## src/ooo_params.svh

```systemverilog
`ifndef OOO_PARAMS_SVH
`define OOO_PARAMS_SVH

// datapath and register counts
`define OOO_XLEN        32
`define OOO_ARCH_REGS   32
`define OOO_PHYS_REGS   48
`define OOO_PREG_W      6

// queue sizes
`define OOO_ROB_DEPTH   8
`define OOO_ROB_IDX_W   3
`define OOO_RS_DEPTH    4
`define OOO_MUL_STAGES  3

`endif

```

## src/ooo_pkg.sv

```systemverilog
`include "ooo_params.svh"

package ooo_pkg;

    typedef logic [`OOO_PREG_W-1:0]    preg_t;
    typedef logic [`OOO_ROB_IDX_W-1:0] rob_idx_t;
    typedef logic [4:0]                areg_t;

    typedef enum logic [3:0] {
        OP_ADD, OP_SUB, OP_AND, OP_OR,
        OP_XOR, OP_SLL, OP_SRL, OP_SLT
    } alu_op_e;

    // one result bus
    typedef struct packed {
        logic                 valid;
        preg_t                tag;
        rob_idx_t             rob_idx;
        logic [`OOO_XLEN-1:0] data;
    } cdb_t;

    // src1/src2 names are shared by both station payloads
    typedef struct packed {
        alu_op_e              op;
        preg_t                src1;
        preg_t                src2;
        logic                 use_imm;
        logic [`OOO_XLEN-1:0] imm;
        preg_t                dst;
        rob_idx_t             rob_idx;
    } alu_payload_t;

    typedef struct packed {
        preg_t    src1;
        preg_t    src2;
        preg_t    dst;
        rob_idx_t rob_idx;
    } mul_payload_t;

    typedef struct packed {
        areg_t rd;
        logic  wen;
        preg_t new_tag;
        preg_t old_tag;  // returned to free list at retire
    } rob_alloc_t;

    typedef struct packed {
        logic                 valid;
        areg_t                rd;
        logic                 wen;
        logic [`OOO_XLEN-1:0] data;
    } commit_t;

endpackage

```

## src/rename_dispatch.sv

```systemverilog
`timescale 1ns/1ps
`include "ooo_params.svh"

module rename_dispatch (
    input  logic                  clk,
    input  logic                  arst_n,
    input  logic                  issue_valid,
    input  logic [31:0]           instr,
    output logic                  issue_full,
    input  logic                  rob_full,
    input  logic                  alu_rs_full,
    input  logic                  mul_rs_full,
    input  logic                  free_valid,
    input  ooo_pkg::preg_t        free_tag,
    output ooo_pkg::rob_alloc_t   rob_alloc,
    output logic                  alloc_valid,
    input  ooo_pkg::rob_idx_t     rob_tail,
    output ooo_pkg::preg_t [1:0]  look_tag,
    input  logic [1:0]            look_valid,
    output logic [1:0]            src_ready,
    output logic                  alu_dispatch,
    output logic                  mul_dispatch,
    output ooo_pkg::alu_payload_t alu_payload,
    output ooo_pkg::mul_payload_t mul_payload
);
    import ooo_pkg::*;

    localparam int FL_DEPTH = `OOO_PHYS_REGS - `OOO_ARCH_REGS;
    localparam int FL_PTR_W = $clog2(FL_DEPTH);

    preg_t               rat_q [`OOO_ARCH_REGS];
    preg_t               fl_q [FL_DEPTH];
    logic [FL_PTR_W-1:0] fl_rd_q;
    logic [FL_PTR_W-1:0] fl_wr_q;
    logic [FL_PTR_W:0]   fl_cnt_q;

    areg_t   rs1;
    areg_t   rs2;
    areg_t   rd;
    logic    is_r;
    logic    is_i;
    logic    is_mul;
    logic    wen;
    logic    accept;
    logic    pop;
    alu_op_e op;

    assign rs1    = instr[19:15];
    assign rs2    = instr[24:20];
    assign rd     = instr[11:7];
    assign is_r   = instr[6:0] == 7'b0110011;
    assign is_i   = instr[6:0] == 7'b0010011;
    assign is_mul = is_r && instr[31:25] == 7'b0000001;

    always_comb begin
        case (instr[14:12])
            3'b000:  op = (is_r && instr[30]) ? OP_SUB : OP_ADD;
            3'b001:  op = OP_SLL;
            3'b010:  op = OP_SLT;
            3'b100:  op = OP_XOR;
            3'b101:  op = OP_SRL;
            3'b110:  op = OP_OR;
            default: op = OP_AND;
        endcase
    end

    assign issue_full = rob_full || fl_cnt_q == '0 || (is_mul ? mul_rs_full : alu_rs_full);
    assign accept     = issue_valid && !issue_full;
    assign wen        = rd != 5'd0;  // x0 never gets a new tag
    assign pop        = accept && wen;

    assign look_tag[0] = rat_q[rs1];
    assign look_tag[1] = rat_q[rs2];
    assign src_ready   = {is_i | look_valid[1], look_valid[0]};

    assign alloc_valid  = accept;
    assign rob_alloc    = '{rd: rd, wen: wen, new_tag: wen ? fl_q[fl_rd_q] : '0,
                            old_tag: rat_q[rd]};
    assign alu_dispatch = accept && !is_mul;
    assign mul_dispatch = accept && is_mul;

    assign alu_payload = '{op: op, src1: look_tag[0], src2: look_tag[1], use_imm: is_i,
                           imm: {{20{instr[31]}}, instr[31:20]},
                           dst: rob_alloc.new_tag, rob_idx: rob_tail};
    assign mul_payload = '{src1: look_tag[0], src2: look_tag[1],
                           dst: rob_alloc.new_tag, rob_idx: rob_tail};

    always_ff @(posedge clk or negedge arst_n) begin
        if (!arst_n) begin
            for (int i = 0; i < `OOO_ARCH_REGS; i++) begin
                rat_q[i] <= preg_t'(i);  // identity map
            end
            for (int i = 0; i < FL_DEPTH; i++) begin
                fl_q[i] <= preg_t'(`OOO_ARCH_REGS + i);
            end
            fl_rd_q  <= '0;
            fl_wr_q  <= '0;
            fl_cnt_q <= (FL_PTR_W+1)'(FL_DEPTH);
        end else begin
            if (pop) begin
                rat_q[rd] <= fl_q[fl_rd_q];
                fl_rd_q   <= fl_rd_q + 1'b1;
            end
            if (free_valid) begin
                fl_q[fl_wr_q] <= free_tag;
                fl_wr_q       <= fl_wr_q + 1'b1;
            end
            fl_cnt_q <= fl_cnt_q + (FL_PTR_W+1)'(free_valid) - (FL_PTR_W+1)'(pop);
        end
    end

    // more tags returned than were ever handed out
    assert property (@(posedge clk) disable iff (!arst_n)
        free_valid && !pop |-> fl_cnt_q < (FL_PTR_W+1)'(FL_DEPTH));

endmodule

```

## config.mk

```make
export PLATFORM = sky130hd
export DESIGN_NAME = rename_dispatch
export DESIGN_NICKNAME = d
export VERILOG_FILES = /design/src/ooo_pkg.sv /design/src/rename_dispatch.sv
export VERILOG_INCLUDE_DIRS = /design/src
export SDC_FILE = /design/constraint.sdc
export NUM_CORES = 1
export LEC_CHECK = 0
export ABC_AREA = 1
export BUFFER_PORTS_ARGS = -buffer_cell sky130_fd_sc_hd__buf_2
export CAP_MARGIN = 10
export CORE_AREA = 2 2 236 214
export DETAILED_ROUTE_END_ITERATION = 6
export DIE_AREA = 0 0 238 216
export PLACE_DENSITY = 0.64
export SLEW_MARGIN = 20
export SYNTH_ARGS = -nofsm -noshare
export SYNTH_HDL_FRONTEND = slang
export SYNTH_SLANG_ARGS = --single-unit
export TNS_END_PERCENT = 1
```

## constraint.sdc

```tcl
create_clock -name clk -period 7.43 [get_ports clk]
set_input_delay 0.3715 -clock clk [delete_from_list [all_inputs] [get_ports clk]]
set_output_delay 0.3715 -clock clk [all_outputs]
set_load 0.01 [all_outputs]
```

==> results.cfg <==
[setup_path]
reg2regPathDepth = 15
end_kind = flip-flop
ff2ff_setup_slack_ns = 3.82
crit_path_top_delay_cell = buf_4
crit_type = reg -> reg
cp.arrival_ns = 4.11
setup.worst_path.start_class = flip-flop
worstPathMaxFanout = 29
cp_data_required_time_ns = 7.93
worstPathCellList = inv_1, ha_1, a31oi_1, nand2_1, nor2_4, buf_4, nand2_1, nor2_2, ha_1, inv_1, ha_1, inv_1, fa_1, o21ai_0, xor2_1
slowest_delay_ns = 0.66
worstReg2RegEnd = fl_cnt_q[4]
cp_top_family = adder cells
critPathBufInv = 4
rr_startpoint = fl_cnt_q[2]

[global_route]
grt_max_degree = 179
antenna_found_initial = 1
grt_pass1_wl_mm = 111
first_global_vias = 18900
track_usage_pct = 27.5
overflow = 0

[sta]
rsz0062_at_grt = no
setup_viol = 0
relSlewSlack_pct = 22.2
skew_ns = 0.0286
setup_slack_ns = 3.82
worstMarginPinSlew_ns = 1.17
tns_ns = 0
hold_viol = 0
clock.fmax_mhz = 277
drv_slew = 0
finalCriticalPeriod_ns = 3.61
fin_crit_sh_pct = 48.6

[synthesis]
synth-edff-count = 0
synth_xor_area_share_pct = 0.430
yosys.cell_count.top_type = nand2_1
syn_inst = 2865
synth-compound-area-share_pct = 11.6
synthMuxAreaShare_pct = 0
synth.top_cell.area_share_pct = 21.4
synth_nets = 2927
async_flop_share_pct = 100
synthTopCellsByCount = nand2_1, nand3_1, nand4_1, dfrtp_1, o21ai_0
synth-seq-cells = 301
synth-simple-area-share_pct = 39.1
yosys.area.top_type = nand2_1
syn-cell-area_um2 = 20300
synth_adder_area_share_pct = 0.775
yosys-top-cells-area = nand2_1, dfrtp_1, dfstp_2, nand4_1, nand3_1
synth_top_flop_cell = dfrtp_1
yosysWarningCount = 0
synth_top_family_by_area = simple AND/OR/NAND/NOR gates
synth_cell_type_count = 37
yosysSeqAreaShare_pct = 37.8
avgSynthCellArea_um2 = 7.10

[place]
pre_cts_ws_ns = 3.61
globalplace.congestion = 0.930
dp_hpwl_mm = 44.8
port_buffers = 152

[layout]
final_nets = 2852
antennaDiodeCount = 0
drive_gt1_share_pct = 16.3
synthToLayoutAreaGrowth_pct = 7.27

[clock_tree]
cts_tree = built
numClockSinks = 301
ctsLongestPathBuffers = 3
htreeDepth = 2
clock_latency_ns = 0.59
cts_resized = 0
cts_made_buffers = 36
clockRootBuffer = clkbuf_16
cts.clk_slew.worst_paths_ns = 0.06

[detailed_routing]
drc_errors = 0
wl_per_cell_um = 20.6
vias_per_cell = 5.86
vias = 20200
ant_nets = 0
routed_wirelength_mm = 71.1
dr.pass1.iters = 7
drtIter0Drc = 2659

[floorplan]
die_w_um = 238
core.rowCount = 77
pin_count = 165
dieArea_um2 = 51400
dieHeight_um = 216
start_util_pct = 41.6
core_um2 = 48900

[power_and_ir_drop]
finalPower_w = 0.00738
power_density_nw_per_um2 = 338
peakVddDrop_mv = 0.678
p_leak_nw = 10.4

[min_path]
min_path_cells = 3
min_to = fl_q[9]
hold_class = in -> reg
min_from = free_tag[3]

[run_status]
status = complete, no violations

[flow_run]
drv_cap = 0
[timing repair]
action,CTS,global route
buffers inserted,0,0
endpoints found under the hold margin,72,0
hold buffers,1,0
[cells by family after synthesis]
group | after synthesis
and+or+nand+nor | 1717
buffers and inverters | 424
AOI/OAI and AO/OA | 400
DFF | 301
adders and majority gates | 12
xor gates and xnor gates | 10
other | 1
[worst register-to-register path: stages (launching register included)]
cell	delay, ns
dfrtp_1	0.35
inv_1	0.06
ha_1	0.19
a31oi_1	0.20
nand2_1	0.11
nor2_4	0.08
buf_4	0.66
nand2_1	0.25
nor2_2	0.24
ha_1	0.26
inv_1	0.06
ha_1	0.15
inv_1	0.06
fa_1	0.42
o21ai_0	0.25
xor2_1	0.19
[per-layer routing]
layer | vias to the layer above | track usage [%] | wire [um]
met4 | 0 | 11.9 | 3070
li1 | 9277 | - | -
met5 | - | 0 | 0
met3 | 207 | 5.39 | 6800
met2 | 1122 | 41.0 | 31000
met1 | 9612 | 38.7 | 30300
[cells in the final DEF, fill, tap and decap left out, drive strengths merged]
cell type,n
clkinvlp,2
nor2,156
a21oi,105
ha,11
conb,1
nand2,1162
dfrtp,172
nand4,203
clkbuf,52
buf,180
nor3,9
nand3,186
or2,1
dlygate4sd3,1
xnor2,2
clkinv,11
o31ai,48
inv,129
dfstp,129
bufinv,2
a21boi,1
a31oi,1
o21ai,149
a22oi,96
xor2,8
fa,1
[flip-flops by register name, indices dropped and copies added (netlist names)]
name / cells
fl_rd_q: 4
rat_q: 192
fl_cnt_q: 5
fl_q: 96
fl_wr_q: 4
[metrics by stage]
| stage | cells | hold WS (ns) | util (%) | cell area, um2 |
|---|---|---|---|---|
| 2_1_floorplan | 2865 | 0.0759 | - | 20300 |
| 3_3_place_gp | 3383 | 0.411 | 42.1 | 20600 |
| 3_5_place_dp | 3383 | 0.415 | 42.1 | 20600 |
| 4_1_cts | 3450 | 0.0447 | 44.6 | 21800 |
| 5_1_grt | 3450 | 0.0571 | 44.6 | 21800 |
| 6_report | 3450 | 0.0514 | 44.6 | 21800 |
[power breakdown]
group / total (W) / switching, W / internal (W) / leakage [nW]
combinational: 0.00279 / 0.00202 / 0.000772 / 6.15
sequential: 0.00275 / 0.000468 / 0.00228 / 3.63
clock: 0.00184 / 0.000789 / 0.00105 / 0.590
[layout make-up]
cell class,instances,area (um2)
Tap cell,632,791
Fill cell,4918,27100
Sequential cell,301,7690
Timing Repair Buffer,181,1000
Clock inverter,14,186
Multi-Input combinational cell,2140,10600
Clock buffer,52,1030
Inverter,130,513
[worst max path at each step]
stage | from | endpoint | depth (start not counted)
after floorplan | instr[3] | fl_cnt_q[4] | 15
after global placement | instr[3] | fl_cnt_q[4] | 16
after detailed placement | instr[6] | fl_cnt_q[4] | 16
after CTS | fl_rd_q[1] | rob_alloc[11] | 6
after global routing | fl_cnt_q[3] | fl_cnt_q[4] | 15
final | fl_cnt_q[2] | fl_cnt_q[4] | 15
Note: power is estimated with default switching activity, not from simulation.
