## src/ooo_params.svh

```systemverilog
`ifndef OOO_PARAMS_SVH
`define OOO_PARAMS_SVH

// datapath and register counts
`define OOO_XLEN        32
`define OOO_ARCH_REGS   32
`define OOO_PHYS_REGS   48
`define OOO_PREG_W      6

// queue sizes
`define OOO_ROB_DEPTH   8
`define OOO_ROB_IDX_W   3
`define OOO_RS_DEPTH    4
`define OOO_MUL_STAGES  3

`endif

```

## src/ooo_pkg.sv

```systemverilog
`include "ooo_params.svh"

package ooo_pkg;

    typedef logic [`OOO_PREG_W-1:0]    preg_t;
    typedef logic [`OOO_ROB_IDX_W-1:0] rob_idx_t;
    typedef logic [4:0]                areg_t;

    typedef enum logic [3:0] {
        OP_ADD, OP_SUB, OP_AND, OP_OR,
        OP_XOR, OP_SLL, OP_SRL, OP_SLT
    } alu_op_e;

    // one result bus
    typedef struct packed {
        logic                 valid;
        preg_t                tag;
        rob_idx_t             rob_idx;
        logic [`OOO_XLEN-1:0] data;
    } cdb_t;

    // src1/src2 names are shared by both station payloads
    typedef struct packed {
        alu_op_e              op;
        preg_t                src1;
        preg_t                src2;
        logic                 use_imm;
        logic [`OOO_XLEN-1:0] imm;
        preg_t                dst;
        rob_idx_t             rob_idx;
    } alu_payload_t;

    typedef struct packed {
        preg_t    src1;
        preg_t    src2;
        preg_t    dst;
        rob_idx_t rob_idx;
    } mul_payload_t;

    typedef struct packed {
        areg_t rd;
        logic  wen;
        preg_t new_tag;
        preg_t old_tag;  // returned to free list at retire
    } rob_alloc_t;

    typedef struct packed {
        logic                 valid;
        areg_t                rd;
        logic                 wen;
        logic [`OOO_XLEN-1:0] data;
    } commit_t;

endpackage

```

## src/reorder_buffer.sv

```systemverilog
`timescale 1ns/1ps
`include "ooo_params.svh"

module reorder_buffer (
    input  logic                clk,
    input  logic                arst_n,
    input  logic                alloc_valid,
    input  ooo_pkg::rob_alloc_t rob_alloc,
    output ooo_pkg::rob_idx_t   tail,
    output logic                full,
    input  ooo_pkg::cdb_t       alu_cdb,
    input  ooo_pkg::cdb_t       mul_cdb,
    output ooo_pkg::commit_t    commit,
    output logic                free_valid,
    output ooo_pkg::preg_t      free_tag
);
    import ooo_pkg::*;

    localparam int DEPTH = `OOO_ROB_DEPTH;

    rob_alloc_t           info_q [DEPTH];
    logic [`OOO_XLEN-1:0] data_q [DEPTH];
    logic [DEPTH-1:0]     busy_q;
    logic [DEPTH-1:0]     done_q;
    rob_idx_t             head_q;
    rob_idx_t             tail_q;
    logic                 retire;

    assign retire = busy_q[head_q] && done_q[head_q];
    assign full   = &busy_q;  // entries are contiguous from head
    assign tail   = tail_q;

    assign commit = '{valid: retire, rd: info_q[head_q].rd, wen: info_q[head_q].wen,
                      data: data_q[head_q]};
    assign free_valid = retire && info_q[head_q].wen;
    assign free_tag   = info_q[head_q].old_tag;

    always_ff @(posedge clk or negedge arst_n) begin
        if (!arst_n) begin
            busy_q <= '0;
            done_q <= '0;
            head_q <= '0;
            tail_q <= '0;
        end else begin
            if (retire) begin
                busy_q[head_q] <= 1'b0;
                head_q         <= head_q + 1'b1;
            end
            if (alloc_valid) begin
                busy_q[tail_q] <= 1'b1;
                done_q[tail_q] <= 1'b0;
                tail_q         <= tail_q + 1'b1;
            end
            if (alu_cdb.valid) done_q[alu_cdb.rob_idx] <= 1'b1;
            if (mul_cdb.valid) done_q[mul_cdb.rob_idx] <= 1'b1;
        end
    end

    always_ff @(posedge clk) begin
        if (alloc_valid)   info_q[tail_q]           <= rob_alloc;
        if (alu_cdb.valid) data_q[alu_cdb.rob_idx] <= alu_cdb.data;
        if (mul_cdb.valid) data_q[mul_cdb.rob_idx] <= mul_cdb.data;
    end

    // a result must land on a live entry that is still waiting
    assert property (@(posedge clk) disable iff (!arst_n)
        (alu_cdb.valid -> busy_q[alu_cdb.rob_idx] && !done_q[alu_cdb.rob_idx])
        && (mul_cdb.valid -> busy_q[mul_cdb.rob_idx] && !done_q[mul_cdb.rob_idx]));

endmodule

```

## config.mk

```make
export PLATFORM = sky130hd
export DESIGN_NAME = reorder_buffer
export DESIGN_NICKNAME = d
export VERILOG_FILES = /design/src/ooo_pkg.sv /design/src/reorder_buffer.sv
export VERILOG_INCLUDE_DIRS = /design/src
export SDC_FILE = /design/constraint.sdc
export NUM_CORES = 1
export LEC_CHECK = 0
export BUFFER_PORTS_ARGS = -buffer_cell sky130_fd_sc_hd__buf_2
export CAP_MARGIN = 10
export CORE_UTILIZATION = 35
export DETAILED_ROUTE_END_ITERATION = 10
export PLACE_DENSITY = 0.5
export SLEW_MARGIN = 20
export SYNTH_ARGS = -nofsm -noshare
export SYNTH_HDL_FRONTEND = slang
export SYNTH_SLANG_ARGS = --single-unit
```

## constraint.sdc

```tcl
create_clock -name clk -period 2.82 [get_ports clk]
set_clock_uncertainty 0.1 [all_clocks]
set_input_delay 0.282 -clock clk [delete_from_list [all_inputs] [get_ports clk]]
set_output_delay 0.282 -clock clk [all_outputs]
set_load 0.02 [all_outputs]
```

==> results.toml, run 1 <==
[job]
maxCapViolCount = 0

[global_route]
grt_remaining_overflow = 0
grt_use_total_pct = 18.3
grt_max_degree = 51
first_global_vias = 10218
grt_pass1_wl_um = 67500
antenna_found_initial = 7

[timing]
setup_slack_ps = -9.60
tns_ps = -29.3
final-setup-viol-count = 5
whs_ps = 28.2
finalCritPeriodShare_pct = 100
tightest_slew_ps = 1040
slew_violations = 0
fmax_mhz = 353
finalCriticalPeriod_ps = 2830
hold_violations = 0
max_slew_margin_pct = 30.2
rsz0062_at_grt = "true"

[setup_path]
r2r_setup_slack_ps = 520
crit_fanout = 8
cp.arrival_ps = 2450
slowest_delay_ps = 580
worstPathRequired_ps = 2440
r2r_end = "busy_q[0]$_DFF_PN0_"
path_class = "flip-flop to output pin"
cp_slowest_cell = "dfrtp_4"
crit_path_start_kind = "flip-flop"
rr_startpoint = "head_q[0]$_DFFE_PN0N_"
cp-end-kind = "output pin"
crit_chain = "buf_16 > buf_12 > mux4_2 > mux2_4 > buf_6"
worst-r2r-cell-count = 6

[logic_synthesis]
seq_area_frac_synth_pct = 63.5
synth_edf_count = 352
yosysWarningCount = 0
synth_seq_cells = 374
async_flop_share_pct = 5.88
synth.area.top_cells = "edfxtp_1 60%, mux2_2 20%, mux4_2 11%"
avgSynthCellArea_sq_um = 18.6
yosys_most_used_dff = "edfxtp_1"
syn_nets = 1046
synth_top_cell_by_area = "edfxtp_1"
yosysTopAreaCellShare_pct = 60.4
mappedNetlistArea_sq_um = 17500
syn_inst = 939
yosysUniqueCellTypes = 39

[placed_design]
place.port_buffers = 136
dp_hpwl_um = 26000
place_congestion = 0.738

[route]
routed_wirelength_um = 46400
firstDrtPassIters = 4
num_vias = 9743
antenna_left = 0
drc = 0
via_per_inst = 5.11
drtIter0Drc = 557
wl_per_cell_um = 24.3

[pwr]
internal_power_mw = 14.0
combPwrFrac_pct = 36.9
power.switching_mw = 6.25
seq_power_share_pct = 35.2
p_sw_share_pct = 30.9
power.leakage_nw = 7.70
clockPowerShare_pct = 27.9
power.density_nw_per_um2 = 918
ir_drop_v = 0.000547
power_mw = 20.2

[floorplanning]
coreArea_sq_um = 49200
dieArea_sq_um = 50900
die_h_um = 226
dieWidth_um = 226
start_util_pct = 35.6
row_count = 81
ios = 155

[clocking]
cts_tree = "done"
numCtsBuffers = 44
cts_root_buf = "clkbuf_16"
clk_path_buf_depth = 3
htree_levels = 2
cts_sinks = 374
clock_latency_ps = 560
clk_pin_slew_ps = 50

[layout]
drive_above_1_share_pct = 54.6
areaGrowthSynthToFinish_pct = 25.9
fin_nets = 1311

[worst_hold_path]
whs_path_depth = 2
hold_path.class = "primary input to flip-flop"
min_to = "data_q[5][30]$_DFFE_PP_"
hp-start = "alu_cdb[30]"

[outcome]
status = "finished, violations left"
violations = "setup timing"
==> layer usage <==
layer / track usage (%) / vias to the layer above / wire (um)
li1: - / 4366 / -
met1: 24.9 / 5109 / 20900
met2: 30.0 / 211 / 22500
met3: 3.36 / 53 / 2090
met4: 5.11 / 4 / 852
met5: 0 / - / 22
==> state kept, by name, summed over array words and instances (netlist names) <==
name	count
busy_q	8
data_q	256
done_q	8
head_q	3
info_q	96
tail	3
==> synthesized netlist by cell type, drive strengths merged, types with 4 or more instances <==
cell type  instances
edfxtp           352
mux2             307
mux4              88
buf               35
nand2             25
clkbuf            23
dfrtp             22
o21ai             11
inv                9
a21o               8
nand3              7
nor2b              7
nand2b             6
nand4              4
==> cells by family after synthesis <==
kind of cell    count (synthesis)  synth area share (%)
buf+inv                        67                  1.84
mux                           397                  31.2
xor+xnor                        4                 0.200
flops                         374                  63.5
fa+ha+maj                       2                 0.143
compound gates                 29                  1.10
simple gates                   66                  2.02
==> worst max-delay path: cells and delay by family (launching register included) <==
kind / cells / cell delay, ps
multiplexers: 2 / 790
flip-flops: 1 / 580
buffers and inverters: 3 / 480
==> power groups by stage <==
stage	clock network, mW	logic, mW	registers [mW]
after floorplan	0	4.43	7.04
after global placement	0	6.31	7.23
after detailed placement	0	6.31	7.25
after CTS	5.78	6.57	7.11
after global routing	5.98	7.97	7.18
final	5.65	7.46	7.12
==> metrics by stage <==
step	worst slack [ps]	util [%]	instance area (sq um)	cells
CTS	-81.9	43.8	21600	1884
detailed placement	406	39.3	19300	1725
finish	-9.60	44.8	22000	1906
global placement	402	39.3	19300	1725
floorplan	238	-	17500	939
global route	-71.2	44.8	22000	1903
==> area by class of cell <==
type | instances | area, sq um
Clock buffer | 54 | 1140
Tap cell | 664 | 831
Antenna cell | 5 | 12.5
Inverter | 9 | 33.8
Fill cell | 4336 | 27100
Multi-Input combinational cell | 498 | 6250
Sequential cell | 374 | 11100
Timing Repair Buffer | 277 | 2380
Clock inverter | 25 | 258
==> worst max-delay path by stage <==
| stage | startpoint | end | slack (ps) | depth (start not counted) |
|---|---|---|---|---|
| detailed placement | head_q[0]$_DFFE_PN0N_ | free_tag[4] | 410 | 5 |
| global route | head_q[0]$_DFFE_PN0N_ | commit[3] | -70 | 5 |
| CTS | head_q[0]$_DFFE_PN0N_ | free_tag[4] | -80 | 5 |
| floorplan | alu_cdb[32] | data_q[2][0]$_DFFE_PP_ | 240 | 2 |
| finish | head_q[0]$_DFFE_PN0N_ | commit[3] | -10 | 5 |
| global placement | alu_cdb[32] | data_q[6][5]$_DFFE_PP_ | 400 | 4 |
==> cell usage in the layout (no fill, tap or decap), drive strengths merged, types with 10 or more instances in the layout <==
master,count
mux4,88
clkbuf,59
inv,10
dfrtp,22
o21ai,11
dlygate4sd3,77
nand2,25
mux2,307
edfxtp,352
clkinv,18
buf,195
==> repair_timing <==
action | in CTS | in global routing
setup endpoints to repair | 43 | 36
cloned | 0 | 6
gates resized for setup | 9 | 74
endpoints found under the hold margin | 276 | 0
pin swaps | 0 | 2
setup buffers | 3 | 11
hold buffers | 77 | 0
Power figures use the tool's default switching activity.
==> run 2, diff against run 1 <==
--- a/config.mk
+++ b/config.mk
@@ -8,9 +8,9 @@
 export LEC_CHECK = 0
 export BUFFER_PORTS_ARGS = -buffer_cell sky130_fd_sc_hd__buf_2
 export CAP_MARGIN = 10
-export CORE_UTILIZATION = 35
+export CORE_UTILIZATION = 55
 export DETAILED_ROUTE_END_ITERATION = 10
-export PLACE_DENSITY = 0.5
+export PLACE_DENSITY = 0.73
 export SLEW_MARGIN = 20
 export SYNTH_ARGS = -nofsm -noshare
 export SYNTH_HDL_FRONTEND = slang
==> run 2 against run 1 <==
The flow now finishes without violations; sequential cell count unchanged; sequential power about the same; final area down 6.6%; maximum frequency grew 1.9%; total power fell by 8.5%; count of clock-buffer cells in the layout is 4 higher; final cell count is 18% lower; critical path depth did not move; routed wire length fell by 13%; setup slack improved by 52 ps; critical endpoint is now commit[28]; largest cell class unchanged.
==> results.toml, run 2 (synthesized netlist as in run 1, its figures left out) <==
[outcome]
status = "complete, no violations"

[clocking]
clk_path_buf_depth = 3
clk_pin_slew_ps = 60
cts_sinks = 374
cts_tree = "done"
htree_levels = 2
cts_root_buf = "clkbuf_16"
clock_latency_ps = 530
numCtsBuffers = 40

[setup_path]
worst-r2r-cell-count = 7
crit_fanout = 9
cp-end-kind = "output pin"
cp.arrival_ps = 2400
worstPathRequired_ps = 2440
crit_path_start_kind = "flip-flop"
path_class = "flip-flop to output pin"

[floorplanning]
dieWidth_um = 180
coreArea_sq_um = 31000
start_util_pct = 56.5
row_count = 64
die_h_um = 180
ios = 155
dieArea_sq_um = 32500

[global_route]
grt_remaining_overflow = 0
grt_pass1_wl_um = 61200
grt_use_total_pct = 25.2
first_global_vias = 10055
antenna_found_initial = 2
grt_max_degree = 35

[timing]
slew_violations = 0
tightest_slew_ps = 825
max_slew_margin_pct = 44.8
finalCritPeriodShare_pct = 98.5
finalCriticalPeriod_ps = 2780
setup_slack_ps = 42.4
rsz0062_at_grt = "false"
final-setup-viol-count = 0
hold_violations = 0
tns_ps = 0
fmax_mhz = 360

[layout]
seq_area_sq_um = 11100
fillCellCount = 2123
fin_nets = 1238
areaGrowthSynthToFinish_pct = 17.5
multi_input_area_sq_um = 6180
layout_commonest_cell = "edfxtp_1"
final_cell_mix = "352 x edfxtp_1, 305 x mux2_2, 136 x buf_2"
utilization_pct = 66.4
largest_reg_flops = 256
drive_above_1_share_pct = 57.1
biggestRegsByFlops = "data_q (256), info_q (96)"
top_register = "data_q"

[route]
drc = 0
num_vias = 9682
wl_per_cell_um = 26.0
routed_wirelength_um = 40500
firstDrtPassIters = 5
drtIter0Drc = 856
antenna_left = 0
via_per_inst = 6.21

[worst_hold_path]
hold_path.class = "primary input to flip-flop"
whs_path_depth = 2

[pwr]
power.density_nw_per_um2 = 899
ir_drop_v = 0.000512
power.leakage_nw = 7.18

[placed_design]
place.port_buffers = 136
dp_hpwl_um = 24000
place_congestion = 0.843
dp_slack_ps = 456

[job]
maxCapViolCount = 0
run 2: cell types whose count changed in the layout (fill, tap and decap cells not counted), moves of 5 or more:
| cell | delta |
|---|---|
| dlygate4sd3_1 | -63 |
| buf_6 | -28 |
| buf_2 | +27 |
| mux2_2 | +16 |
| mux2_4 | -16 |
| clkbuf_16 | -6 |
| bufinv_16 | -5 |
run 2: final cells by class:
type                    count  area share, %
inverters                   9          0.164
repair buffers            208           7.29
multi-input cells         498           30.1
flip-flops and latches    374           54.1
clock buffers              58           5.55
well taps                 396           2.41
clock inverters            15          0.395
diodes                      1         0.0122
run 2: worst paths after layout:
check | slack [ps] | end | startpoint
hold reg to reg | 400 | done_q[6]$_DFF_PN0_ | done_q[6]$_DFF_PN0_
hold / removal | 50 | data_q[6][20]$_DFFE_PP_ | mul_cdb[20]
min in group asynchronous | 180 | busy_q[0]$_DFF_PN0_ | arst_n
max in group asynchronous | 2030 | head_q[0]$_DFFE_PN0N_ | arst_n
setup / recovery | 40 | commit[28] | head_q[0]$_DFFE_PN0N_
setup reg to reg | 440 | busy_q[0]$_DFF_PN0_ | head_q[0]$_DFFE_PN0N_
run 2: per-layer routing:
layer  global-route usage (%)  share of wire, %  up-vias
met5                        0             0.032        -
met4                     5.47               1.5        2
met3                     3.80               6.4       54
met2                     41.6                49      320
met1                     35.7                43     5087
li1                         -                 -     4219
run 2: what timing repair did:
item                                   CTS  global route
hold buffers                            14             0
endpoints found under the hold margin  119             0
setup endpoints to repair                2            26
cloned                                   1             2
setup buffers                            1            11
resized for setup                        4             5
pin swaps                                1             1
run 2: critical path, stage by stage, from the launching register on:
cell and delay, ps:
dfrtp_4 520, buf_6 170, clkbuf_16 190, mux4_2 520
mux2_4 300, buf_2 170
run 2: metrics by stage:
step                      area [sq um]  power [mW]  hold WS, ps  std cells
after global placement           19000        13.2          183       1457
after CTS                        20400        18.4         28.9       1546
after detailed placement         19000        13.3          191       1457
after global routing             20600        19.2         49.2       1559
after floorplan                  17500        11.5         -114        939
final                            20600        18.5         48.9       1559
run 2: report_power, final:
group | switching (mW) | total (mW) | internal, mW
sequential | 0.382 | 7.12 | 6.74
clock | 2.09 | 4.90 | 2.81
combinational | 3.29 | 6.48 | 3.19
total | 5.76 | 18.5 | 12.7
