<file path="src/ooo_params.svh">
`ifndef OOO_PARAMS_SVH
`define OOO_PARAMS_SVH

// datapath and register counts
`define OOO_XLEN        32
`define OOO_ARCH_REGS   32
`define OOO_PHYS_REGS   48
`define OOO_PREG_W      6

// queue sizes
`define OOO_ROB_DEPTH   8
`define OOO_ROB_IDX_W   3
`define OOO_RS_DEPTH    4
`define OOO_MUL_STAGES  3

`endif

</file>
<file path="src/ooo_pkg.sv">
`include "ooo_params.svh"

package ooo_pkg;

    typedef logic [`OOO_PREG_W-1:0]    preg_t;
    typedef logic [`OOO_ROB_IDX_W-1:0] rob_idx_t;
    typedef logic [4:0]                areg_t;

    typedef enum logic [3:0] {
        OP_ADD, OP_SUB, OP_AND, OP_OR,
        OP_XOR, OP_SLL, OP_SRL, OP_SLT
    } alu_op_e;

    // one result bus
    typedef struct packed {
        logic                 valid;
        preg_t                tag;
        rob_idx_t             rob_idx;
        logic [`OOO_XLEN-1:0] data;
    } cdb_t;

    // src1/src2 names are shared by both station payloads
    typedef struct packed {
        alu_op_e              op;
        preg_t                src1;
        preg_t                src2;
        logic                 use_imm;
        logic [`OOO_XLEN-1:0] imm;
        preg_t                dst;
        rob_idx_t             rob_idx;
    } alu_payload_t;

    typedef struct packed {
        preg_t    src1;
        preg_t    src2;
        preg_t    dst;
        rob_idx_t rob_idx;
    } mul_payload_t;

    typedef struct packed {
        areg_t rd;
        logic  wen;
        preg_t new_tag;
        preg_t old_tag;  // returned to free list at retire
    } rob_alloc_t;

    typedef struct packed {
        logic                 valid;
        areg_t                rd;
        logic                 wen;
        logic [`OOO_XLEN-1:0] data;
    } commit_t;

endpackage

</file>
<file path="src/mul_unit.sv">
`timescale 1ns/1ps
`include "ooo_params.svh"

module mul_unit #(
    parameter int STAGES = `OOO_MUL_STAGES
) (
    input  logic                  clk,
    input  logic                  arst_n,
    input  logic                  issue,
    input  ooo_pkg::mul_payload_t payload,
    input  logic [`OOO_XLEN-1:0]  op_a,
    input  logic [`OOO_XLEN-1:0]  op_b,
    output ooo_pkg::cdb_t         cdb
);
    import ooo_pkg::*;

    cdb_t                 pipe_q [STAGES];
    logic [`OOO_XLEN-1:0] prod;

    assign prod = op_a * op_b;  // low half only

    // one op per cycle, STAGES in flight
    always_ff @(posedge clk or negedge arst_n) begin
        if (!arst_n) begin
            for (int i = 0; i < STAGES; i++) begin
                pipe_q[i] <= '0;
            end
        end else begin
            pipe_q[0] <= '{valid: issue, tag: payload.dst, rob_idx: payload.rob_idx, data: prod};
            for (int i = 1; i < STAGES; i++) begin
                pipe_q[i] <= pipe_q[i - 1];
            end
        end
    end

    assign cdb = pipe_q[STAGES - 1];

endmodule

</file>
<file path="config.mk">
export PLATFORM = sky130hd
export DESIGN_NAME = mul_unit
export DESIGN_NICKNAME = d
export VERILOG_FILES = /design/src/ooo_pkg.sv /design/src/mul_unit.sv
export VERILOG_INCLUDE_DIRS = /design/src
export SDC_FILE = /design/constraint.sdc
export NUM_CORES = 1
export LEC_CHECK = 0
export ABC_CLOCK_PERIOD_IN_PS = 1050
export BUFFER_PORTS_ARGS = -buffer_cell sky130_fd_sc_hd__buf_2
export CORE_ASPECT_RATIO = 1.2
export CORE_MARGIN = 5
export CORE_UTILIZATION = 25
export CTS_BUF_LIST = sky130_fd_sc_hd__clkbuf_16
export DETAILED_ROUTE_END_ITERATION = 16
export PLACE_DENSITY_LB_ADDON = 0.2
export REMOVE_ABC_BUFFERS = 1
export SLEW_MARGIN = 20
export SYNTH_ARGS = -nofsm -noshare
export SYNTH_HDL_FRONTEND = slang
export SYNTH_SLANG_ARGS = --single-unit
</file>
<file path="constraint.sdc">
create_clock -name clk -period 1.05 [get_ports clk]
set_input_delay 0 -clock clk [delete_from_list [all_inputs] [get_ports clk]]
set_output_delay 0 -clock clk [all_outputs]
set_load 0.03 [all_outputs]
</file>
==> metrics.txt, run 1 <==
Remaining Overflow, GRT 0; Via Count 13100; met1 Use GR 0.173; Synth cell types 46; drt drc 0; clock sinks 126; share of cells above drive strength 1 0.273; Die ar. 0.0825 mm²; period utilization 5.48; critical path type primary input to register; DR pass1 iterations 4; wirelength, routed 57.2 mm; hold violation total from the final report 0; H-tree depth 4; status finished with violations; Max Buffers Root-to-Sink 2; RSZ-0062 raised after global routing true; quantity of I/O buffers inserted on ports 117; cell count after synthesis 1866; Synth Flop Type dfrtp_1; Clock Skew 0.00459 ns; CP Cell Sequence buf_16 -> buf_8 -> and2_4 -> fa_1 -> inv_2 -> fa_1 -> fa_1 -> fa_1 -> inv_2 -> fa_1 -> fa_2 -> fa_2 -> fa_2 -> ha_4 -> a21o_1 -> a21oi_2 -> nor2b_1 -> o21a_1 -> o41ai_4 -> o211ai_1 -> a31oi_1 -> xnor2_1; flop2flop setup slack 0.53 ns; Wirelength per Cell 17.9 µm; Global Route met3 Usage 0.0178; synthesized area per cell 10.3 µm²; chip width about 260 µm; most common cell in the netlist fa_1; synth warn 0; #FFs+latches synth 126; worst path required time between 1 and 1.5 ns; Yosys top cell area share 0.425; global-route wire length before repair 89.9 mm; busiest grt layer met2; largest area contributor in the netlist fa_1; FFs w/ async S/R, synth 1.00; Iteration-0 DRC Markers ~360; CTS Buf Count 17; chip height 314 µm; core box area 0.0762 mm²; num ports 130; Final Worst Setup Slack -4.70 ns; crit path time final roughly 5.8 ns; vias in the first global route 15400; final number of max-transition violations 0; Crit path arrival time roughly 6 ns; GPL Wtd Cong 0.834; CP Capture Type register; worst hold margin 0.112 ns; Worst setup SP type primary input; violated checks setup timing; setup violators final between 40 and 50; largest net degree at the start of global routing 58; Critical path buffers and inverters 4; delay-heaviest family, CP adder cells; largest stage delay on the critical path 0.56 ns; Hold WC Path Type primary input to async pin; antenna viol nets, final 0; Area Growth Syn to Fin 30.1%; Post-synth top cells fa_1, and2_1, inv_1; setup TNS -113.51 ns; Post-Syn Area roughly 0.019 mm²; Critical Path Most Common Cell fa_1; CTS tree yes; HPWL Detailed around 48 mm; Initial Util 0.252; final net count 2778; post-synthesis sequential area ratio 0.164; Via density about 4; clk slew on worst S/H paths 0.06 ns; antenna violations before repair 3; worst-margin pin slew 0.542 ns; Area contributors post-synth fa_1, dfrtp_1, and2_1; clk_lat worst skew about 0.42 ns; Slowest cell on crit path fa_1; site row count around 110; Post-DP Area 0.0224 mm²; fmax 174 MHz; Max Cap Viol 0; Post-synth EDFFs 0; met2 Track Usage GR 0.265; Critical Path Fanout Max 7; design area between 0.02 and 0.025 mm²; slew margin rel. 0.637; All-Layer GR Usage 0.142; root buffer cell clkbuf_16
[cells by family (layout without fill, tap and decap cells)]
| logic type | after synthesis | count (layout) | share of synthesized area |
|---|---|---|---|
| fa+ha+maj | 531 | 531 | 0.506 |
| buf+inv | 483 | 789 | 0.103 |
| other cells | 0 | 2 | 0 |
| compound gates | 75 | 75 | 0.0277 |
| flops | 126 | 126 | 0.164 |
| simple gates | 566 | 566 | 0.161 |
| xor+xnor | 85 | 85 | 0.0388 |
[cells in the final DEF, fill, tap and decap left out, types with 12 or more instances in the layout]
| cell type | instances |
|---|---|
| a21oi_2 | 13 |
| and2_1 | 335 |
| and2_4 | 32 |
| buf_12 | 30 |
| buf_2 | 86 |
| buf_4 | 209 |
| buf_6 | 43 |
| clkbuf_16 | 17 |
| dfrtp_1 | 126 |
| dlygate4sd3_1 | 12 |
| fa_1 | 380 |
| fa_2 | 28 |
| ha_1 | 89 |
| ha_4 | 33 |
| inv_1 | 339 |
| inv_2 | 22 |
| nand2_1 | 160 |
| xnor2_1 | 61 |
| xor2_1 | 15 |
[area by class of cell]
cell class	count	area, µm²
clock buffer	17	425
timing repair buffer	397	3530
fill	7896	51300
antenna	2	5.00
sequential	126	3150
multi-input combinational	1257	15000
tap	1017	1270
inverter	360	1350
clock inverter	15	234
[final timing paths]
| path | startpoint | end | cells past startpoint |
|---|---|---|---|
| worst max-delay path | op_b[4] | pipe_q[114]$_DFF_PN0_ | 22 |
| min in group clk | op_a[0] | pipe_q[84]$_DFF_PN0_ | 3 |
| worst min register to register | pipe_q[48]$_DFF_PN0_ | cdb[6]$_DFF_PN0_ | 0 |
| worst min-delay path | arst_n | cdb[35]$_DFF_PN0_ | 3 |
| max in group asynchronous | arst_n | pipe_q[78]$_DFF_PN0_ | 3 |
| worst max register to register | pipe_q[115]$_DFF_PN0_ | pipe_q[73]$_DFF_PN0_ | 0 |
[routing by layer]
layer	up-vias	wire, µm
met5	-	0
met4	0	1430
met3	50	1540
met2	198	30900
met1	6841	23300
li1	5989	-
[stage by stage]
step           utilization  worst slack (ns)  instances
2_1_floorplan            -             -4.78       1743
3_3_place_gp         0.294             -5.51       3106
3_5_place_dp         0.294             -5.67       3106
4_1_cts              0.322             -4.76       3179
5_1_grt              0.327             -4.88       3189
6_report             0.327             -4.70       3191
[timing repair]
item	CTS	global route
pin swaps	102	91
hold endpoints to repair	136	12
buffers inserted	24	13
resized for setup	208	101
hold buffers	12	1
cloned	6	0
endpoints found under the setup margin	30	42
[sequential cells by signal, indices dropped and copies added (netlist names)]
name,count
cdb,42
pipe_q,84
[worst min-delay path: stages]
cell	delay, ns
dlygate4sd3_1	0.54
buf_6	0.14
buf_4	0.18
Power of run 1 is not shown: default switching activity piles up to over one toggle a cycle in this logic, so the estimate is an artifact.
==> inputs of run 2 (changes only) <==
--- a/config.mk
+++ b/config.mk
@@ -6,7 +6,7 @@
 export SDC_FILE = /design/constraint.sdc
 export NUM_CORES = 1
 export LEC_CHECK = 0
-export ABC_CLOCK_PERIOD_IN_PS = 1050
+export ABC_CLOCK_PERIOD_IN_PS = 6000
 export BUFFER_PORTS_ARGS = -buffer_cell sky130_fd_sc_hd__buf_2
 export CORE_ASPECT_RATIO = 1.2
 export CORE_MARGIN = 5
==> constraint.sdc (replaced) <==
create_clock -name clk -period 6 [get_ports clk]
set_input_delay 0 -clock clk [delete_from_list [all_inputs] [get_ports clk]]
set_output_delay 0 -clock clk [all_outputs]
set_load 0.03 [all_outputs]
==> run 2 against run 1 <==
The run now ends clean. Setup slack better by 4.8 ns. Critical path depth stayed put. Worst hold slack better by 0.029 ns. Die area stayed put. Global-route usage is 0.52 points lower. Clock skew is 0.0014 ns higher. Cell count is 2.5% lower. Clock-buffer cell count stayed put. Sequential share of layout area is 1.0 points higher. Wire length is 4.3% lower. Flip-flop and latch count stayed put.
==> metrics.txt, run 2 (synthesized netlist as in run 1, its figures left out) <==
root buffer cell clkbuf_16; core box area 0.0762 mm² (unchanged); fmax between 150 and 200 MHz; num ports 130 (unchanged); flop2flop setup slack 5.47 ns (+4.94 ns); period utilization 0.976; GPL Wtd Cong 0.824 (-1.3%); clk slew on worst S/H paths 0.07 ns (about the same); Critical Path Fanout Max 10 (+3); flip-flop count of the largest register after layout 84 (unchanged); clk_lat worst skew 0.43 ns (about the same); Max Cap Viol 0 (unchanged); status complete, no violations; register area 0.00315 mm² (unchanged); chip height 314 µm (unchanged); CP startpoint op_b[4]; Via density 4.10 (about the same); largest net degree at the start of global routing 65 (+12%); crit path time final 5.86 ns; share of cells above drive strength 1 0.179 (-0.0936); Crit path arrival time 6.21 ns (+0.11 ns); chip width 263 µm (unchanged); most frequent cells in the layout fa_1, and2_1, inv_1, buf_4, nand2_1; multi-input logic area 0.0142 mm² (-5.2%); wirelength, routed 54.8 mm (-4.3%); critical path type primary input to register; worst hold margin 0.141 ns (+0.0293 ns); fillers 7981 (+1.1%); Via Count 12800 (-2.5%); drt drc 0 (unchanged); Hold WC Path Type primary input to async pin; worst r2r src pipe_q[115]$_DFF_PN0_; CTS Buf Count 17 (unchanged); HPWL Detailed 47.5 mm (-0.23%); quantity of I/O buffers inserted on ports 117 (unchanged); global-route wire length before repair 87.3 mm (-3.0%); hold violation total from the final report 0 (unchanged); DR pass1 iterations 4 (unchanged); Die ar. 0.0825 mm² (unchanged); CTS tree yes; Iteration-0 DRC Markers 484 (+33%); antenna viol nets, final 0 (unchanged); antenna violations before repair 6 (+3); slew margin rel. 0.476 (-0.161); most common cell after layout, fill and taps aside fa_1; H-tree depth 4 (unchanged); All-Layer GR Usage 0.137 (-0.00516); setup violators final 0 (-100%); Remaining Overflow, GRT 0 (unchanged); Clock Skew 0.00601 ns (+0.00142 ns); CP Capture Type register; vias in the first global route 15100 (-1.8%); Wirelength per Cell 17.6 µm (-1.8%); Reg with most FFs pipe_q; Initial Util 0.252 (unchanged); Worst setup SP type primary input; final number of max-transition violations 0 (unchanged); worst path required time 6.36 ns (+4.96 ns); site row count 111 (unchanged); Max Buffers Root-to-Sink 2 (unchanged); clock sinks 126 (unchanged); final net count 2696 (-3.0%); worst-margin pin slew 0.786 ns (+0.244 ns); Area Growth Syn to Fin 20.1%
-- run 2: metrics by stage --
step                utilization  setup WS (ns)  setup TNS [ns]  cells  instance area, µm²
detailed placement        0.289         -0.591           -6.72   3064               22100
CTS                       0.300         0.0141               0   3107               22800
floorplan                     -          0.170               0   1743               18600
finish                    0.302          0.142               0   3112               23100
global route              0.302        -0.0226         -0.0432   3107               23000
global placement          0.289         -0.527           -5.94   3064               22100
-- run 2: area by class of cell --
class	instances	area share
timing repair buffer	315	0.103
tap	1017	0.0552
inverter	360	0.0586
clock buffer	17	0.0185
multi-input combinational	1257	0.617
clock inverter	15	0.0101
sequential	126	0.137
antenna	5	0.000543
-- run 2: worst max-delay path, stage by stage --
cell	delay, ns
buf_6	0.15
buf_4	0.16
and2_1	0.14
fa_1	0.49
inv_1	0.05
fa_1	0.46
fa_1	0.53
fa_1	0.55
inv_1	0.05
fa_1	0.47
fa_2	0.59
fa_1	0.45
fa_2	0.36
ha_1	0.33
a21o_1	0.23
a21oi_4	0.15
nor2b_1	0.06
o21a_1	0.17
o41ai_2	0.32
o211ai_1	0.17
a31oi_1	0.20
xnor2_1	0.14
-- run 2: what timing repair did --
item                                   in CTS  in global routing
pin swaps                                   0                 35
endpoints found under the hold margin      73                  0
setup endpoints to repair                   6                 12
resized for setup                           6                 67
setup buffers                               0                  2
hold buffers                               11                  0
-- run 2: metal layers --
layer	global-route usage	wire length, µm	vias to the layer above
met5	0	0	-
met4	0.0526	2110	0
met3	0.0176	1630	66
met2	0.252	29300	216
met1	0.162	21700	6647
li1	-	-	5826
-- run 2: final timing paths --
kind	end	cells after the start
max in group asynchronous	pipe_q[86]$_DFF_PN0_	3
hold / removal	pipe_q[75]$_DFF_PN0_	2
setup / recovery	pipe_q[114]$_DFF_PN0_	22
hold reg to reg	pipe_q[48]$_DFF_PN0_	0
min in group clk	pipe_q[116]$_DFF_PN0_	2
setup reg to reg	pipe_q[73]$_DFF_PN0_	0
Power of run 2 is left out for the same reason.
==> inputs of run 3 (changes only) <==
--- a/config.mk
+++ b/config.mk
@@ -8,7 +8,6 @@
 export LEC_CHECK = 0
 export ABC_CLOCK_PERIOD_IN_PS = 6000
 export BUFFER_PORTS_ARGS = -buffer_cell sky130_fd_sc_hd__buf_2
-export CORE_ASPECT_RATIO = 1.2
 export CORE_MARGIN = 5
 export CORE_UTILIZATION = 25
 export CTS_BUF_LIST = sky130_fd_sc_hd__clkbuf_16
==> run 3 against run 2 <==
Maximum frequency is 0.62% higher. Register-to-register slack better by 0.03 ns. Sequential share of layout area hardly changed. Via count is 0.47% lower. Critical path type unchanged. Critical endpoint unchanged. Largest cell class unchanged.
==> metrics.txt, run 3 (synthesized netlist as in run 1, its figures left out) <==
Worst setup SP type primary input; most common cell after layout, fill and taps aside fa_1; clk_lat worst skew 0.43 ns (about the same); Final Worst Setup Slack 0.178 ns (+0.0363 ns); root buffer cell clkbuf_16; worst path required time 6.36 ns (about the same); Max Buffers Root-to-Sink 2 (unchanged); Crit path arrival time 6.18 ns (-0.03 ns); crit path time final 5.82 ns (-0.0363 ns); Critical Path Fanout Max 6 (-4); Wirelength per Cell 17.0 µm (-3.3%); Iteration-0 DRC Markers 575 (+19%); Area Growth Syn to Fin 20.3%; design area 0.0231 mm² (+0.19%); antenna violations before repair 7 (+1); Clock Skew 0.00726 ns (+0.00125 ns); DR pass1 iterations 4 (unchanged); quantity of I/O buffers inserted on ports 117 (unchanged); HPWL Detailed 46.5 mm (-2.2%); H-tree depth 4 (unchanged); flop2flop setup slack 5.50 ns (+0.03 ns); Worst R2R End cdb[24]$_DFF_PN0_; num ports 130 (unchanged); most frequent cells in the layout fa_1, and2_1, inv_1, buf_4, nand2_1; register area 0.00315 mm² (unchanged); clk slew on worst S/H paths 0.06 ns (about the same); GPL Wtd Cong 0.854 (+3.7%); flip-flop count of the largest register after layout 84 (unchanged); vias in the first global route 14500 (-4.1%); antenna viol nets, final 0 (unchanged); clock sinks 126 (unchanged); wirelength, routed 53.3 mm (-2.7%); CP Capture Type register; CTS tree yes; fillers 8073 (+1.2%); Hold WC Path Type primary input to async pin; largest net degree at the start of global routing 65 (unchanged); multi-input logic area 0.0142 mm² (about the same); All-Layer GR Usage 0.133 (-0.00431); Max Cap Viol 0 (unchanged); final number of max-transition violations 0 (unchanged); share of cells above drive strength 1 0.183 (+0.00412); worst-margin pin slew 0.826 ns (+0.0399 ns); setup TNS 0 ns (unchanged); Die ar. 0.0824 mm² (about the same); worst r2r src pipe_q[66]$_DFF_PN0_; drt drc 0 (unchanged); final net count 2710 (+0.52%); critical path type primary input to register; pre-CTS setup slack -0.479 ns (+0.111 ns); Via density 4.05 (-1.2%); hold violation total from the final report 0 (unchanged); Reg with most FFs pipe_q; global-route wire length before repair 84.2 mm (-3.5%); Worst Reg2Reg Path Length in Cells 0 (unchanged); core box area 0.0761 mm² (-0.22%); Via Count 12700 (-0.47%); period utilization 0.970 (-0.00605); setup violators final 0 (unchanged); Post-DP Area 0.0222 mm² (+0.77%); chip height 287 µm (-8.4%); fmax 172 MHz (+0.62%); chip width 287 µm (+9.2%); site row count 101 (-9.0%); CTS Buf Count 17 (unchanged); status complete, no violations; slew margin rel. 0.449 (-0.0266); Remaining Overflow, GRT 0 (unchanged); Initial Util 0.252 (+0.000567)
## run 3: cell types whose count changed in the layout (fill, tap and decap cells not counted), moves of 4 or more
| cell | change |
|---|---|
| and2_1 | +4 |
| and2_4 | -4 |
| buf_12 | +5 |
| buf_2 | +5 |
| bufinv_16 | -4 |
| clkbuf_4 | +4 |
| diode_2 | -4 |
| ha_1 | -4 |
## run 3: per-stage QoR
stage,util,cells,hold slack [ns]
after floorplan,-,1743,-0.296
after global placement,0.292,3089,0.0306
after detailed placement,0.292,3089,0.0299
after CTS,0.301,3131,0.116
after global routing,0.304,3133,0.157
final,0.304,3134,0.111
## run 3: how the worst max path moves through the flow
stage | start | to | slack (ns) | depth (start not counted)
after global routing | op_b[2] | pipe_q[114]$_DFF_PN0_ | -0.03 | 22
after floorplan | op_a[21] | pipe_q[114]$_DFF_PN0_ | 0.17 | 20
final | op_a[16] | pipe_q[114]$_DFF_PN0_ | 0.18 | 22
after global placement | op_a[9] | pipe_q[108]$_DFF_PN0_ | -0.42 | 23
after CTS | op_b[2] | pipe_q[113]$_DFF_PN0_ | 0.01 | 23
after detailed placement | op_b[2] | pipe_q[113]$_DFF_PN0_ | -0.48 | 23
## run 3: cell type report
cell class	instances	area share
multi-input combinational	1257	0.615
inverter	360	0.0585
clock inverter	14	0.00520
clock buffer	17	0.0184
sequential	126	0.137
antenna	1	0.000108
tap	1030	0.0558
timing repair buffer	329	0.110
## run 3: routing by layer
layer,up-vias,part of all wire,track usage
met2,208,0.49,0.228
met5,-,0.00019,0
li1,5834,-,-
met3,41,0.032,0.0178
met4,2,0.015,0.0264
met1,6610,0.46,0.181
## run 3: what timing repair did
item | in CTS | in global routing
endpoints found under the setup margin | 1 | 11
hold buffers | 11 | 0
pin swaps | 0 | 30
buffers inserted | 0 | 2
gates cloned | 0 | 0
endpoints found under the hold margin | 72 | 0
gates resized for setup | 1 | 59
## run 3: critical path, cell delays in order
cell,delay (ns)
buf_2,0.15
buf_6,0.15
and2_1,0.16
fa_1,0.53
fa_1,0.45
fa_1,0.50
inv_1,0.05
fa_1,0.53
inv_1,0.05
fa_1,0.49
fa_1,0.44
fa_1,0.49
fa_1,0.57
ha_4,0.21
a21o_1,0.17
a21oi_2,0.14
nor2b_1,0.07
o21a_1,0.17
o41ai_2,0.34
o211ai_1,0.17
a31oi_1,0.20
xnor2_1,0.14
Power of run 3 is left out for the same reason.
